[src/common/rx_core_settings.svh]
`ifndef RX_CORE_SETTINGS_SVH
`define RX_CORE_SETTINGS_SVH

////////////////////////////////////////////////////////////
// lane and data widths
////////////////////////////////////////////////////////////

// time-interleaved lanes per clk_adc cycle
`define RX_NTI 8
// adc magnitude bits, sign travels separately
`define RX_NADC 8

////////////////////////////////////////////////////////////
// phase interpolator control
////////////////////////////////////////////////////////////

`define RX_NPI 8
`define RX_NOUT 4
`define RX_NMAXSEL 4
// default scale is ((max_sel + 1) << shift) - 1
`define RX_SCALE_SHIFT 4

////////////////////////////////////////////////////////////
// prbs, reset wait and counters
////////////////////////////////////////////////////////////

// prbs7, taps at 7 and 6
`define RX_PRBS_LEN 7
`define RX_CTL_WAIT 32
`define RX_COUNT_W 32

`endif

[src/common/adc_pkg.sv]
`default_nettype none

`include "rx_core_settings.svh"

package adc_pkg;

    ////////////////////////////////////////////////////////////
    // adc data path types
    ////////////////////////////////////////////////////////////

    // raw magnitude of one lane
    typedef logic [`RX_NADC-1:0] adc_mag_t;

    // one extra bit over the magnitude for the sign
    typedef logic signed [`RX_NADC:0] unfolded_t;

    // offset removed after unfolding
    typedef logic signed [`RX_NADC-1:0] offset_t;

    // one decision bit per lane
    // bit 0 is the earliest sample in time
    typedef logic [`RX_NTI-1:0] lane_bits_t;

endpackage

`default_nettype wire

[src/common/ctl_pkg.sv]
`default_nettype none

`include "rx_core_settings.svh"

package ctl_pkg;

    ////////////////////////////////////////////////////////////
    // control side types
    ////////////////////////////////////////////////////////////

    // checker input source
    typedef enum logic {
        SRC_ADC  = 1'b0,
        SRC_BIST = 1'b1
    } prbs_src_e;

    // pi codes, scales and offsets
    typedef logic [`RX_NPI-1:0] pi_code_t;

    // coarse range select per pi output
    typedef logic [`RX_NMAXSEL-1:0] max_sel_t;

    // error and bit counters
    typedef logic [`RX_COUNT_W-1:0] count_t;

endpackage

`default_nettype wire

[src/source/rx_control.sv]
`timescale 1ns/1ps
`default_nettype none

`include "rx_core_settings.svh"

module rx_control (
    input  wire                   clk_adc,
    input  wire                   cdr_rstb,
    input  wire ctl_pkg::prbs_src_e prbs_src_i,
    input  wire logic             chk_en_i,
    input  wire logic             chk_clear_i,
    output logic                  ctl_valid_o,
    output logic                  check_en_o,
    output logic                  chk_clr_o,
    output ctl_pkg::prbs_src_e    sel_src_o
);
    import ctl_pkg::*;

    localparam int WAIT_W = $clog2(`RX_CTL_WAIT);
    localparam logic [WAIT_W-1:0] WAIT_LAST = WAIT_W'(`RX_CTL_WAIT - 1);

    logic [WAIT_W-1:0] wait_cnt;
    logic              ctl_valid_q;
    prbs_src_e         sel_src_q;

    ////////////////////////////////////////////////////////////
    // post-reset wait
    ////////////////////////////////////////////////////////////

    // counter saturates, valid rises on the edge after it tops out
    always_ff @(posedge clk_adc or negedge cdr_rstb) begin
        if (!cdr_rstb) begin
            wait_cnt    <= '0;
            ctl_valid_q <= 1'b0;
        end else begin
            if (wait_cnt != WAIT_LAST) begin
                wait_cnt <= wait_cnt + 1'b1;
            end
            ctl_valid_q <= (wait_cnt == WAIT_LAST);
        end
    end

    ////////////////////////////////////////////////////////////
    // source select and checker clear
    ////////////////////////////////////////////////////////////

    always_ff @(posedge clk_adc or negedge cdr_rstb) begin
        if (!cdr_rstb) begin
            sel_src_q <= SRC_ADC;
        end else begin
            sel_src_q <= prbs_src_i;
        end
    end

    // clear lands on the same edge that switches the checker source
    assign chk_clr_o   = chk_clear_i | (prbs_src_i != sel_src_q);
    assign check_en_o  = ctl_valid_q & chk_en_i;
    assign ctl_valid_o = ctl_valid_q;
    assign sel_src_o   = sel_src_q;

    // downstream pi and checker logic rely on a sticky valid
    a_valid_sticky: assert property (
        @(posedge clk_adc) disable iff (!cdr_rstb)
        ctl_valid_q |=> ctl_valid_q
    );

endmodule

`default_nettype wire

[src/source/adc_unfold_slice.sv]
`timescale 1ns/1ps
`default_nettype none

`include "rx_core_settings.svh"

module adc_unfold_slice (
    input  wire                      clk_adc,
    input  wire                      cdr_rstb,
    input  wire adc_pkg::adc_mag_t   adc_mag_i [`RX_NTI-1:0],
    input  wire adc_pkg::lane_bits_t adc_sign_i,
    input  wire adc_pkg::offset_t    adc_offset_i,
    input  wire adc_pkg::unfolded_t  slice_thresh_i,
    output adc_pkg::unfolded_t       unfolded_o [`RX_NTI-1:0],
    output adc_pkg::lane_bits_t      adc_bits_o
);
    import adc_pkg::*;

    unfolded_t  mag_ext    [`RX_NTI-1:0];
    unfolded_t  unfold_d   [`RX_NTI-1:0];
    unfolded_t  unfolded_q [`RX_NTI-1:0];
    unfolded_t  offset_ext;
    lane_bits_t slice_d;
    lane_bits_t adc_bits_q;

    // sign extend the offset once for all lanes
    assign offset_ext = unfolded_t'(adc_offset_i);

    ////////////////////////////////////////////////////////////
    // stage 1: unfold and remove offset
    ////////////////////////////////////////////////////////////

    // sign bit 1 means positive
    // extreme magnitude and offset together wrap in the code width
    always_comb begin
        for (int k = 0; k < `RX_NTI; k++) begin
            mag_ext[k]  = unfolded_t'({1'b0, adc_mag_i[k]});
            unfold_d[k] = (adc_sign_i[k] ? mag_ext[k] : -mag_ext[k]) - offset_ext;
        end
    end

    always_ff @(posedge clk_adc or negedge cdr_rstb) begin
        if (!cdr_rstb) begin
            for (int k = 0; k < `RX_NTI; k++) begin
                unfolded_q[k] <= '0;
            end
        end else begin
            for (int k = 0; k < `RX_NTI; k++) begin
                unfolded_q[k] <= unfold_d[k];
            end
        end
    end

    ////////////////////////////////////////////////////////////
    // stage 2: threshold slicer
    ////////////////////////////////////////////////////////////

    // signed compare, equal to threshold slices to 0
    always_comb begin
        for (int k = 0; k < `RX_NTI; k++) begin
            slice_d[k] = (unfolded_q[k] > slice_thresh_i);
        end
    end

    always_ff @(posedge clk_adc or negedge cdr_rstb) begin
        if (!cdr_rstb) begin
            adc_bits_q <= '0;
        end else begin
            adc_bits_q <= slice_d;
        end
    end

    assign unfolded_o = unfolded_q;
    assign adc_bits_o = adc_bits_q;

endmodule

`default_nettype wire

[src/source/pi_ctl_scale.sv]
`timescale 1ns/1ps
`default_nettype none

`include "rx_core_settings.svh"

module pi_ctl_scale (
    input  wire                    clk_adc,
    input  wire                    cdr_rstb,
    input  wire ctl_pkg::pi_code_t pi_code_i [`RX_NOUT-1:0],
    input  wire ctl_pkg::max_sel_t max_sel_i [`RX_NOUT-1:0],
    input  wire logic              ext_scale_en_i,
    input  wire ctl_pkg::pi_code_t ext_scale_i [`RX_NOUT-1:0],
    input  wire ctl_pkg::pi_code_t pi_offset_i [`RX_NOUT-1:0],
    output ctl_pkg::pi_code_t      pi_ctl_o [`RX_NOUT-1:0]
);
    import ctl_pkg::*;

    // one guard bit so (max_sel + 1) << shift does not wrap
    logic [`RX_NPI:0] sel_plus1  [`RX_NOUT-1:0];
    logic [`RX_NPI:0] dflt_scale [`RX_NOUT-1:0];
    pi_code_t         scale      [`RX_NOUT-1:0];
    pi_code_t         pi_ctl_q   [`RX_NOUT-1:0];

    always_comb begin
        for (int j = 0; j < `RX_NOUT; j++) begin
            sel_plus1[j]  = {{(`RX_NPI - `RX_NMAXSEL + 1){1'b0}}, max_sel_i[j]} + 1'b1;
            dflt_scale[j] = (sel_plus1[j] << `RX_SCALE_SHIFT) - 1'b1;
            scale[j]      = ext_scale_en_i ? ext_scale_i[j] : dflt_scale[j][`RX_NPI-1:0];
        end
    end

    // wrap code into the scale range, then shift by the offset
    always_ff @(posedge clk_adc or negedge cdr_rstb) begin
        if (!cdr_rstb) begin
            for (int j = 0; j < `RX_NOUT; j++) begin
                pi_ctl_q[j] <= '0;
            end
        end else begin
            for (int j = 0; j < `RX_NOUT; j++) begin
                pi_ctl_q[j] <= (pi_code_i[j] % scale[j]) + pi_offset_i[j];
            end
        end
    end

    assign pi_ctl_o = pi_ctl_q;

    for (genvar j = 0; j < `RX_NOUT; j++) begin : g_scale_chk
        a_scale_nonzero: assert property (
            @(posedge clk_adc) disable iff (!cdr_rstb) scale[j] != '0
        );
    end

endmodule

`default_nettype wire

[src/prbs/prbs_bist_gen.sv]
`timescale 1ns/1ps
`default_nettype none

`include "rx_core_settings.svh"

module prbs_bist_gen (
    input  wire                      clk_adc,
    input  wire                      cdr_rstb,
    input  wire logic                gen_en_i,
    input  wire logic                gen_inj_err_i,
    output adc_pkg::lane_bits_t      bist_bits_o
);
    import adc_pkg::*;

    localparam int L = `RX_PRBS_LEN;

    // state[0] is the newest bit, state[k] is k+1 places back
    logic [L-1:0] state_q;
    logic [L-1:0] state_d;
    lane_bits_t   word_d;
    lane_bits_t   bist_q;

    ////////////////////////////////////////////////////////////
    // unrolled lfsr, RX_NTI steps per cycle
    ////////////////////////////////////////////////////////////

    always_comb begin
        state_d = state_q;
        for (int i = 0; i < `RX_NTI; i++) begin
            word_d[i] = state_d[L-1] ^ state_d[L-2];
            state_d   = {state_d[L-2:0], word_d[i]};
        end
    end

    // injected error flips lane 0 only, state runs on clean
    always_ff @(posedge clk_adc or negedge cdr_rstb) begin
        if (!cdr_rstb) begin
            state_q <= '1;
            bist_q  <= '0;
        end else if (gen_en_i) begin
            state_q <= state_d;
            bist_q  <= word_d ^ lane_bits_t'(gen_inj_err_i);
        end
    end

    assign bist_bits_o = bist_q;

    // lock-up state of the lfsr
    a_state_live: assert property (
        @(posedge clk_adc) disable iff (!cdr_rstb) state_q != '0
    );

endmodule

`default_nettype wire

[src/prbs/prbs_rx_checker.sv]
`timescale 1ns/1ps
`default_nettype none

`include "rx_core_settings.svh"

module prbs_rx_checker (
    input  wire                       clk_adc,
    input  wire                       cdr_rstb,
    input  wire adc_pkg::lane_bits_t  adc_bits_i,
    input  wire adc_pkg::lane_bits_t  bist_bits_i,
    input  wire ctl_pkg::prbs_src_e   sel_src_i,
    input  wire logic                 check_en_i,
    input  wire logic                 clr_i,
    output ctl_pkg::count_t           err_count_o,
    output ctl_pkg::count_t           total_count_o
);
    import adc_pkg::*;
    import ctl_pkg::*;

    localparam int L     = `RX_PRBS_LEN;
    localparam int NUM_W = $clog2(`RX_NTI + 1);

    lane_bits_t       rx_bits;
    lane_bits_t       mismatch;
    logic [L-1:0]     hist_q;
    logic [L-1:0]     hist_d;
    logic             hist_valid_q;
    logic [NUM_W-1:0] err_num;
    count_t           err_cnt_q;
    count_t           total_cnt_q;

    assign rx_bits = (sel_src_i == SRC_BIST) ? bist_bits_i : adc_bits_i;

    ////////////////////////////////////////////////////////////
    // self-synchronised prediction
    ////////////////////////////////////////////////////////////

    // each bit predicted from the received stream itself
    // hist[0] newest, so after a full word hist holds its last L bits
    always_comb begin
        hist_d  = hist_q;
        err_num = '0;
        for (int i = 0; i < `RX_NTI; i++) begin
            mismatch[i] = rx_bits[i] ^ hist_d[L-1] ^ hist_d[L-2];
            err_num     = err_num + NUM_W'(mismatch[i]);
            hist_d      = {hist_d[L-2:0], rx_bits[i]};
        end
    end

    ////////////////////////////////////////////////////////////
    // history and counters
    ////////////////////////////////////////////////////////////

    // first enabled cycle after a clear only primes the history
    always_ff @(posedge clk_adc or negedge cdr_rstb) begin
        if (!cdr_rstb) begin
            hist_q       <= '0;
            hist_valid_q <= 1'b0;
            err_cnt_q    <= '0;
            total_cnt_q  <= '0;
        end else if (clr_i) begin
            hist_valid_q <= 1'b0;
            err_cnt_q    <= '0;
            total_cnt_q  <= '0;
        end else if (check_en_i) begin
            hist_q       <= hist_d;
            hist_valid_q <= 1'b1;
            if (hist_valid_q) begin
                err_cnt_q   <= err_cnt_q + count_t'(err_num);
                total_cnt_q <= total_cnt_q + count_t'(`RX_NTI);
            end
        end
    end

    assign err_count_o   = err_cnt_q;
    assign total_count_o = total_cnt_q;

    a_err_le_total: assert property (
        @(posedge clk_adc) disable iff (!cdr_rstb) err_cnt_q <= total_cnt_q
    );

endmodule

`default_nettype wire

[src/source/rx_core_top.sv]
`timescale 1ns/1ps
`default_nettype none

`include "rx_core_settings.svh"

module rx_core_top (
    input  wire                   clk_adc,
    input  wire                   cdr_rstb,

    // adc lanes
    input  wire adc_pkg::adc_mag_t  adc_mag_i [`RX_NTI-1:0],
    input  wire adc_pkg::lane_bits_t adc_sign_i,
    input  wire adc_pkg::offset_t   adc_offset_i,
    input  wire adc_pkg::unfolded_t slice_thresh_i,

    // prbs test controls
    input  wire ctl_pkg::prbs_src_e prbs_src_i,
    input  wire logic               chk_en_i,
    input  wire logic               chk_clear_i,
    input  wire logic               gen_en_i,
    input  wire logic               gen_inj_err_i,

    // pi code scaling
    input  wire ctl_pkg::pi_code_t  pi_code_i [`RX_NOUT-1:0],
    input  wire ctl_pkg::max_sel_t  max_sel_i [`RX_NOUT-1:0],
    input  wire logic               ext_scale_en_i,
    input  wire ctl_pkg::pi_code_t  ext_scale_i [`RX_NOUT-1:0],
    input  wire ctl_pkg::pi_code_t  pi_offset_i [`RX_NOUT-1:0],

    output logic                    ctl_valid_o,
    output adc_pkg::unfolded_t      unfolded_o [`RX_NTI-1:0],
    output ctl_pkg::count_t         prbs_err_count_o,
    output ctl_pkg::count_t         prbs_total_count_o,
    output ctl_pkg::pi_code_t       pi_ctl_o [`RX_NOUT-1:0]
);
    import adc_pkg::*;
    import ctl_pkg::*;

    logic       check_en;
    logic       chk_clr;
    prbs_src_e  sel_src;
    lane_bits_t adc_bits;
    lane_bits_t bist_bits;

    rx_control rx_control_i (
        .clk_adc     (clk_adc),
        .cdr_rstb    (cdr_rstb),
        .prbs_src_i  (prbs_src_i),
        .chk_en_i    (chk_en_i),
        .chk_clear_i (chk_clear_i),
        .ctl_valid_o (ctl_valid_o),
        .check_en_o  (check_en),
        .chk_clr_o   (chk_clr),
        .sel_src_o   (sel_src)
    );

    adc_unfold_slice adc_unfold_slice_i (
        .clk_adc        (clk_adc),
        .cdr_rstb       (cdr_rstb),
        .adc_mag_i      (adc_mag_i),
        .adc_sign_i     (adc_sign_i),
        .adc_offset_i   (adc_offset_i),
        .slice_thresh_i (slice_thresh_i),
        .unfolded_o     (unfolded_o),
        .adc_bits_o     (adc_bits)
    );

    // bist pattern source
    prbs_bist_gen prbs_bist_gen_i (
        .clk_adc       (clk_adc),
        .cdr_rstb      (cdr_rstb),
        .gen_en_i      (gen_en_i),
        .gen_inj_err_i (gen_inj_err_i),
        .bist_bits_o   (bist_bits)
    );

    prbs_rx_checker prbs_rx_checker_i (
        .clk_adc       (clk_adc),
        .cdr_rstb      (cdr_rstb),
        .adc_bits_i    (adc_bits),
        .bist_bits_i   (bist_bits),
        .sel_src_i     (sel_src),
        .check_en_i    (check_en),
        .clr_i         (chk_clr),
        .err_count_o   (prbs_err_count_o),
        .total_count_o (prbs_total_count_o)
    );

    pi_ctl_scale pi_ctl_scale_i (
        .clk_adc        (clk_adc),
        .cdr_rstb       (cdr_rstb),
        .pi_code_i      (pi_code_i),
        .max_sel_i      (max_sel_i),
        .ext_scale_en_i (ext_scale_en_i),
        .ext_scale_i    (ext_scale_i),
        .pi_offset_i    (pi_offset_i),
        .pi_ctl_o       (pi_ctl_o)
    );

endmodule

`default_nettype wire

[config.mk]
export PLATFORM = sky130hd
export DESIGN_NAME = rx_core_top
export DESIGN_NICKNAME = d
export VERILOG_FILES = /design/src/common/adc_pkg.sv /design/src/common/ctl_pkg.sv /design/src/source/rx_control.sv /design/src/source/adc_unfold_slice.sv /design/src/source/pi_ctl_scale.sv /design/src/prbs/prbs_bist_gen.sv /design/src/prbs/prbs_rx_checker.sv /design/src/source/rx_core_top.sv
export VERILOG_INCLUDE_DIRS = /design/src /design/src/common
export SDC_FILE = /design/constraint.sdc
export NUM_CORES = 1
export LEC_CHECK = 0
export BUFFER_PORTS_ARGS = -buffer_cell sky130_fd_sc_hd__buf_2
export CORE_MARGIN = 2
export CORE_UTILIZATION = 50
export CTS_BUF_LIST = sky130_fd_sc_hd__clkbuf_16
export CTS_CLUSTER_DIAMETER = 100
export DETAILED_ROUTE_END_ITERATION = 10
export MAX_ROUTING_LAYER = met4
export PLACE_DENSITY = 0.79
export SKIP_LAST_GASP = 1
export SYNTH_ARGS = -nofsm -noshare
export SYNTH_HDL_FRONTEND = slang
export SYNTH_SLANG_ARGS = --single-unit
[constraint.sdc]
create_clock -name clk_adc -period 7.35 [get_ports clk_adc]
set_clock_uncertainty 0.15 [all_clocks]
set_input_delay 1.1025 -clock clk_adc [delete_from_list [all_inputs] [get_ports clk_adc]]
set_output_delay 1.1025 -clock clk_adc [all_outputs]
set_load 0.01 [all_outputs]
==> results.py, run 1 <==
metrics = {
    "yosys": {
        "syn_area_um2": 21490,
        "syn-mean-instance-area_um2": 8.752,
        "synth_xor_area_frac": 0.1133,
        "synth_largest_area_cell": "dfrtp_1",
        "synth-warning-count": 0,
        "synthFlopType": "dfrtp_1",
        "seq_area_frac_synth": 0.2368,
        "synth_simple_gate_area_share": 0.1636,
        "synth.distinct_cells": 81,
        "synthAdderAreaFrac": 0.2141,
        "ys_ff_latch": 203,
        "ys_top_cells_by_count": "334 x ha_1, 256 x nor2_1, 196 x dfrtp_1",
        "async_reset_ff_frac": 1.000,
        "yosysTopAreaCellShare": 0.2283,
        "synth-edff-count": 0,
        "synth_top_family_by_area": "adder cells",
        "synth_most_common_cell": "ha_1",
        "synth.top_cells.by_area": "dfrtp_1 23%, ha_1 19%, xnor2_1 5.8%",
        "synth_compound_area_frac": 0.1791,
        "syn_inst": 2455,
        "synthMuxAreaShare": 0.05439,
    },
    "finish": {
        "fillers": 2633,
        "area_growth_pct": 52.05,
        "final_cell_area_um2": 32670,
        "nets": 4062,
        "drive_gt1_frac": 0.4305,
    },
    "timing": {
        "setup_viol": 32,
        "finalCriticalPeriod_ps": 12830,
        "timing.fmax_mhz": 77.94,
        "finalCritPeriodShare": 1.746,
        "fin_ws_ps": -5480,
        "finalHoldViolations": 0,
        "maxSlewViolCount": 0,
        "rsz0062_at_grt": "yes",
        "tightest_slew_ps": 1054,
        "slew_headroom": 0.2962,
    },
    "worst_setup_path": {
        "slowest_stage": "o41ai_4",
        "max_stage_delay_ps": 430,
        "startpoint": "ext_scale_en_i",
        "ff2ff_setup_slack_ps": 930,
        "rr_startpoint": "rx_control_i.sel_src_o$_DFF_PN0_",
        "cp.arrival_ps": 13120,
        "crit_fanout": 5,
        "cp.required_ps": 7640,
        "endpoint_kind": "register",
        "worstSetupPathType": "input pin to register",
        "reg2reg_to": "prbs_rx_checker_i.err_count_o[30]$_DFFE_PN0P_",
        "startpoint_type": "input pin",
        "crit_path_frequent_cell": "buf_4",
        "rr_worst_depth": 17,
    },
    "cts": {
        "cts_tree": "built",
        "clock_latency_ps": 580,
        "cts_num_sinks": 203,
        "ctsHtreeMaxLevel": 1,
        "clockBufferDepth": 3,
        "root_buffer": "clkbuf_16",
        "cts_buffers": 27,
        "path_clk_slew_ps": 60,
        "cts_hold_buf": 0,
    },
    "hold_path": {
        "hold_path_depth": 1,
        "holdPathEnd": "rx_control_i.wait_cnt[3]$_DFFE_PN0N_",
        "hp-start": "rx_control_i.wait_cnt[3]$_DFFE_PN0N_",
        "hp-class": "register to register",
    },
    "status": {
        "violations": "setup timing",
        "status": "complete, but fails checks",
    },
    "place": {
        "io_buffers": 374,
        "place_area_um2": 28240,
        "dp_hpwl_mm": 54.95,
        "place_ws_ps": -6188,
        "gp_congestion": 0.9522,
    },
    "power": {
        "power_density_nw_per_um2": 273.8,
        "ir_worst_vdd_mv": 0.2515,
        "p_leak_nw": 15.84,
    },
    "grt": {
        "grtUsageTotal": 0.3319,
        "grt_pass1_vias": 24114,
        "overflow": 0,
        "grt_first_pass_wirelength_mm": 117.0,
        "grt_antenna_before_repair": 11,
        "grt_max_degree": 124,
    },
    "drt": {
        "drtIter0Drc": 1636,
        "vias_per_cell": 5.866,
        "wl_per_cell_um": 20.11,
        "drc_errors": 0,
        "antenna_left": 0,
        "firstDrtPassIters": 8,
        "vias": 23880,
        "routed_wl_mm": 81.87,
    },
    "floorplanning": {
        "io_pins": 378,
        "fp.dieArea_um2": 44650,
        "start_util": 0.5099,
        "fp.coreArea_um2": 42130,
        "fp.dieW_um": 211.3,
        "num_rows": 75,
        "die_h_um": 211.3,
    },
    "flow_run": {
        "maxCapViolCount": 0,
    },
}
-- area by class of cell --
class                           instances  area (µm²)  area share
Timing Repair Buffer                 1068        7375      0.2257
Clock inverter                         23       167.7    0.005132
Antenna cell                           13       32.53   0.0009958
Inverter                              159       601.8     0.01842
Multi-Input combinational cell       2039       18050      0.5526
Tap cell                              539       674.4     0.02064
Clock buffer                           27       675.6     0.02068
Sequential cell                       203        5089      0.1558
-- routing by layer --
metal / global-route usage / vias up / wire length [µm]
li1: - / 10914 / -
met1: 0.3651 / 11404 / 30240
met2: 0.5721 / 1125 / 39590
met3: 0.06438 / 437 / 6312
met4: 0.1697 / 0 / 5716
met5: - / - / 0
-- power by group --
part	total, mW	switching, mW	internal (mW)
sequential	1.64	0.206	1.43
clock	1.27	0.558	0.711
combinational	6.04	2.96	3.08
total	8.94	3.72	5.22
-- registers in the layout, indices dropped and copies added (netlist names) --
| signal | cells |
|---|---|
| prbs_bist_gen_i.state_q | 7 |
| prbs_rx_checker_i.hist_valid_q | 1 |
| prbs_rx_checker_i.total_count_o | 29 |
| adc_unfold_slice_i.unfolded_o | 72 |
| adc_unfold_slice_i.adc_bits_o | 8 |
| rx_control_i.wait_cnt | 5 |
| prbs_rx_checker_i.err_count_o | 32 |
| rx_control_i.sel_src_o | 1 |
| pi_ctl_scale_i.pi_ctl_o | 32 |
| rx_control_i.ctl_valid_o | 1 |
| prbs_bist_gen_i.bist_bits_o | 8 |
| prbs_rx_checker_i.hist_q | 7 |
-- worst max-delay path by stage --
stage                                                 end  cells after the start  slack, ps
floorplan           pi_ctl_scale_i.pi_ctl_o[31]$_DFF_PN0_                     62      -5590
global placement    pi_ctl_scale_i.pi_ctl_o[15]$_DFF_PN0_                     53      -5850
detailed placement  pi_ctl_scale_i.pi_ctl_o[15]$_DFF_PN0_                     58      -6190
CTS                 pi_ctl_scale_i.pi_ctl_o[23]$_DFF_PN0_                     61      -4880
global route        pi_ctl_scale_i.pi_ctl_o[15]$_DFF_PN0_                     59      -5870
finish              pi_ctl_scale_i.pi_ctl_o[31]$_DFF_PN0_                     67      -5480
-- critical path, delay by kind of cell --
kind / cells / cell delay (ps)
multiplexers: 3 / 910
AO/OA/AOI/OAI: 32 / 5520
XOR/XNOR: 1 / 270
AND/OR/NAND/NOR: 7 / 940
buffers and inverters: 15 / 1980
adder cells (fa/ha/maj): 9 / 2340
-- cells in the final DEF, fill, tap and decap left out, drive strengths merged, types with 17 or more instances in the layout --
| cell type | netlist | layout |
|---|---|---|
| a21boi | 17 | 17 |
| a21o | 40 | 40 |
| a21oi | 154 | 154 |
| a31oi | 21 | 22 |
| and3 | 26 | 26 |
| buf | 11 | 1067 |
| clkbuf | 46 | 28 |
| dfrtp | 196 | 196 |
| fa | 21 | 21 |
| ha | 334 | 334 |
| inv | 159 | 166 |
| mux2 | 72 | 72 |
| mux2i | 35 | 35 |
| nand2 | 127 | 127 |
| nand2b | 30 | 30 |
| nand3 | 32 | 32 |
| nand4 | 23 | 23 |
| nor2 | 256 | 256 |
| nor2b | 37 | 37 |
| nor3 | 83 | 83 |
| o211ai | 18 | 18 |
| o21a | 101 | 101 |
| o21ai | 89 | 89 |
| o21bai | 25 | 25 |
| o31ai | 17 | 17 |
| or3 | 23 | 23 |
| xnor2 | 143 | 143 |
| xor2 | 135 | 135 |
-- through the flow --
| stage | util | TNS (ps) | power (mW) | cells | hold slack [ps] |
|---|---|---|---|---|---|
| 6_report | 0.7754 | -152830 | 8.943 | 4071 | 330.5 |
| 5_1_grt | 0.7752 | -165630 | 9.501 | 4069 | 356.7 |
| 4_1_cts | 0.7449 | -131250 | 8.362 | 3995 | 331.2 |
| 3_5_place_dp | 0.6702 | -169610 | 6.532 | 3829 | 320.0 |
| 3_3_place_gp | 0.6702 | -157360 | 6.266 | 3829 | 304.2 |
| 2_1_floorplan | - | -150260 | 4.723 | 2457 | 288.2 |
-- kinds of logic (layout without fill, tap and decap cells) --
kind of cell,count (synthesis),after routing
AND/OR/NAND/NOR,719,719
AO/OA/AOI/OAI,576,577
adder cells (fa/ha/maj),355,355
XOR/XNOR,278,278
buffers and inverters,216,1277
flip-flops,203,203
multiplexers,107,107
other,1,16
-- timing repair --
| item | in CTS | in global routing |
|---|---|---|
| setup endpoints to repair | 32 | 32 |
| gates cloned | 1 | 0 |
| setup buffers | 123 | 75 |
| resized for setup | 254 | 137 |
| pin swaps | 227 | 198 |
(Power assumes the default switching activity.)
==> run 2, diff against run 1 <==
--- a/config.mk
+++ b/config.mk
@@ -7,13 +7,15 @@
 export NUM_CORES = 1
 export LEC_CHECK = 0
 export BUFFER_PORTS_ARGS = -buffer_cell sky130_fd_sc_hd__buf_2
+export CAP_MARGIN = 20
+export CORE_ASPECT_RATIO = 1.2
 export CORE_MARGIN = 2
 export CORE_UTILIZATION = 50
 export CTS_BUF_LIST = sky130_fd_sc_hd__clkbuf_16
 export CTS_CLUSTER_DIAMETER = 100
 export DETAILED_ROUTE_END_ITERATION = 10
 export MAX_ROUTING_LAYER = met4
-export PLACE_DENSITY = 0.79
+export PLACE_DENSITY = 0.83
 export SKIP_LAST_GASP = 1
 export SYNTH_ARGS = -nofsm -noshare
 export SYNTH_HDL_FRONTEND = slang
==> run 2 against run 1 <==
Net effect:
- the run still ends with setup timing left
- sequential power barely moved
- clock-buffer cell count is 3 lower
- critical path type unchanged
- critical endpoint is now pi_ctl_scale_i.pi_ctl_o[23]$_DFF_PN0_
- worst hold slack improved by 6.3 ps
- largest power group unchanged
- via count up 3.2%
- sequential cell count did not move
==> results.py, run 2 (synthesized netlist as in run 1, its figures left out) <==
metrics = {
    "hold_path": {
        "hp-class": "register to register",
        "holdPathEnd": "rx_control_i.wait_cnt[3]$_DFFE_PN0N_",
        "hold_path_depth": 1,
        "hp-start": "rx_control_i.wait_cnt[3]$_DFFE_PN0N_",
    },
    "timing": {
        "finalCritPeriodShare": 1.842,
        "maxSlewViolCount": 0,
        "tightest_slew_ps": 1067,
        "fin_ws_ps": -6190,
        "finalHoldViolations": 0,
        "slew_headroom": 0.2884,
        "finalSetupTns_ps": -158260,
        "finalCriticalPeriod_ps": 13540,
        "rsz0062_at_grt": "yes",
        "setup_viol": 32,
        "fin_hold_ws_ps": 336.9,
        "timing.fmax_mhz": 73.86,
    },
    "place": {
        "gp_congestion": 0.9566,
        "place_ws_ps": -6344,
        "io_buffers": 374,
        "place_area_um2": 28180,
        "dp_hpwl_mm": 55.20,
    },
    "worst_setup_path": {
        "cp.required_ps": 7660,
        "startpoint_type": "input pin",
        "ff2ff_setup_slack_ps": 1250,
        "crit_buf_inv": 4,
        "rr_startpoint": "rx_control_i.sel_src_o$_DFF_PN0_",
        "max_stage_delay_ps": 530,
        "critical-path-top-delay-family": "compound AO/OA/AOI/OAI gates",
        "reg2reg_to": "prbs_rx_checker_i.err_count_o[29]$_DFFE_PN0P_",
        "crit_fanout": 7,
        "cp.depth": 58,
        "cp.arrival_ps": 13850,
        "rr_worst_depth": 18,
        "slowest_stage": "or4_4",
        "worstSetupPathType": "input pin to register",
        "startpoint": "ext_scale_i[20]",
        "endpoint_kind": "register",
    },
    "drt": {
        "routed_wl_mm": 86.58,
        "drc_errors": 0,
        "firstDrtPassIters": 6,
        "drtIter0Drc": 1837,
        "antenna_left": 0,
        "vias": 24638,
        "wl_per_cell_um": 21.27,
        "vias_per_cell": 6.052,
    },
    "finish": {
        "nets": 4055,
        "postLayoutCoreUtil": 0.7602,
        "largest_reg_flops": 72,
        "final_cell_mix": "641 x buf_4, 369 x buf_2, 279 x ha_1, 240 x nor2_1, 196 x dfrtp_1",
        "area_growth_pct": 50.64,
        "drive_gt1_frac": 0.4225,
        "final_common_cell": "buf_4",
        "final_cell_area_um2": 32370,
    },
    "grt": {
        "grt_first_pass_wirelength_mm": 119.6,
        "grt_max_degree": 138,
        "grt_antenna_before_repair": 11,
        "grtUsageTotal": 0.3350,
        "grt_pass1_vias": 24710,
        "overflow": 0,
    },
    "floorplanning": {
        "die_h_um": 231.1,
        "num_rows": 83,
        "fp.dieArea_um2": 44650,
        "fp.coreArea_um2": 42580,
        "start_util": 0.5046,
        "io_pins": 378,
        "fp.dieW_um": 193.2,
    },
    "power": {
        "power_density_nw_per_um2": 274.7,
        "p_leak_nw": 15.78,
        "ir_worst_vdd_mv": 0.3089,
    },
    "cts": {
        "cts_buffers": 24,
        "clockBufferDepth": 3,
        "cts_tree": "built",
        "clock_latency_ps": 550,
        "ctsHtreeMaxLevel": 1,
        "path_clk_slew_ps": 60,
        "root_buffer": "clkbuf_16",
        "cts_num_sinks": 203,
    },
    "flow_run": {
        "maxCapViolCount": 0,
    },
    "status": {
        "status": "complete, but fails checks",
        "violations": "setup timing",
    },
}
==> run 2: changes by cell type in the layout (fill, tap and decap cells not counted), moves of 4 or more <==
cell,change
ha_4,-13
ha_1,+9
nor2_1,+8
nor2_2,-6
mux2_2,+5
mux2_4,-5
buf_2,+4
buf_6,-4
clkinv_1,-4
ha_2,+4
o21ai_2,-4
o21ai_4,+4
==> run 2: through the flow <==
stage | power (mW) | cells
2_1_floorplan | 4.723 | 2457
3_3_place_gp | 6.255 | 3832
3_5_place_dp | 6.530 | 3832
4_1_cts | 8.202 | 3988
5_1_grt | 9.442 | 4071
6_report | 8.892 | 4071
==> run 2: layout make-up <==
class | count | area [µm²]
multi-input combinational | 2039 | 17860
clock inverter | 19 | 185.2
clock buffer | 24 | 600.6
sequential | 203 | 5089
timing repair buffer | 1064 | 7312
inverter | 159 | 601.8
fill | 2592 | 10210
antenna | 11 | 27.53
tap | 552 | 690.7
==> run 2: routing by layer <==
layer,wire (µm),part of all wire,track usage
met1,29280,0.34,0.3380
met2,41820,0.48,0.5914
met5,0,0,-
met3,7703,0.089,0.07029
met4,7775,0.090,0.2128
==> run 2: worst max-delay path by stage <==
stage	end
2_1_floorplan	pi_ctl_scale_i.pi_ctl_o[31]$_DFF_PN0_
3_3_place_gp	pi_ctl_scale_i.pi_ctl_o[15]$_DFF_PN0_
3_5_place_dp	pi_ctl_scale_i.pi_ctl_o[23]$_DFF_PN0_
4_1_cts	pi_ctl_scale_i.pi_ctl_o[23]$_DFF_PN0_
5_1_grt	pi_ctl_scale_i.pi_ctl_o[23]$_DFF_PN0_
6_report	pi_ctl_scale_i.pi_ctl_o[23]$_DFF_PN0_
==> run 2: report_power, final <==
group          switching [mW]  internal (mW)
logic                    3.00           3.04
clock network           0.512          0.701
registers               0.207           1.43
total                    3.72           5.17
==> run 2: what timing repair did <==
action | 4_1_cts | 5_1_grt
pin swaps | 194 | 207
gates resized for setup | 195 | 157
setup endpoints to repair | 32 | 32
setup buffers | 119 | 76
hold buffers | 0 | 0
gates cloned | 1 | 0
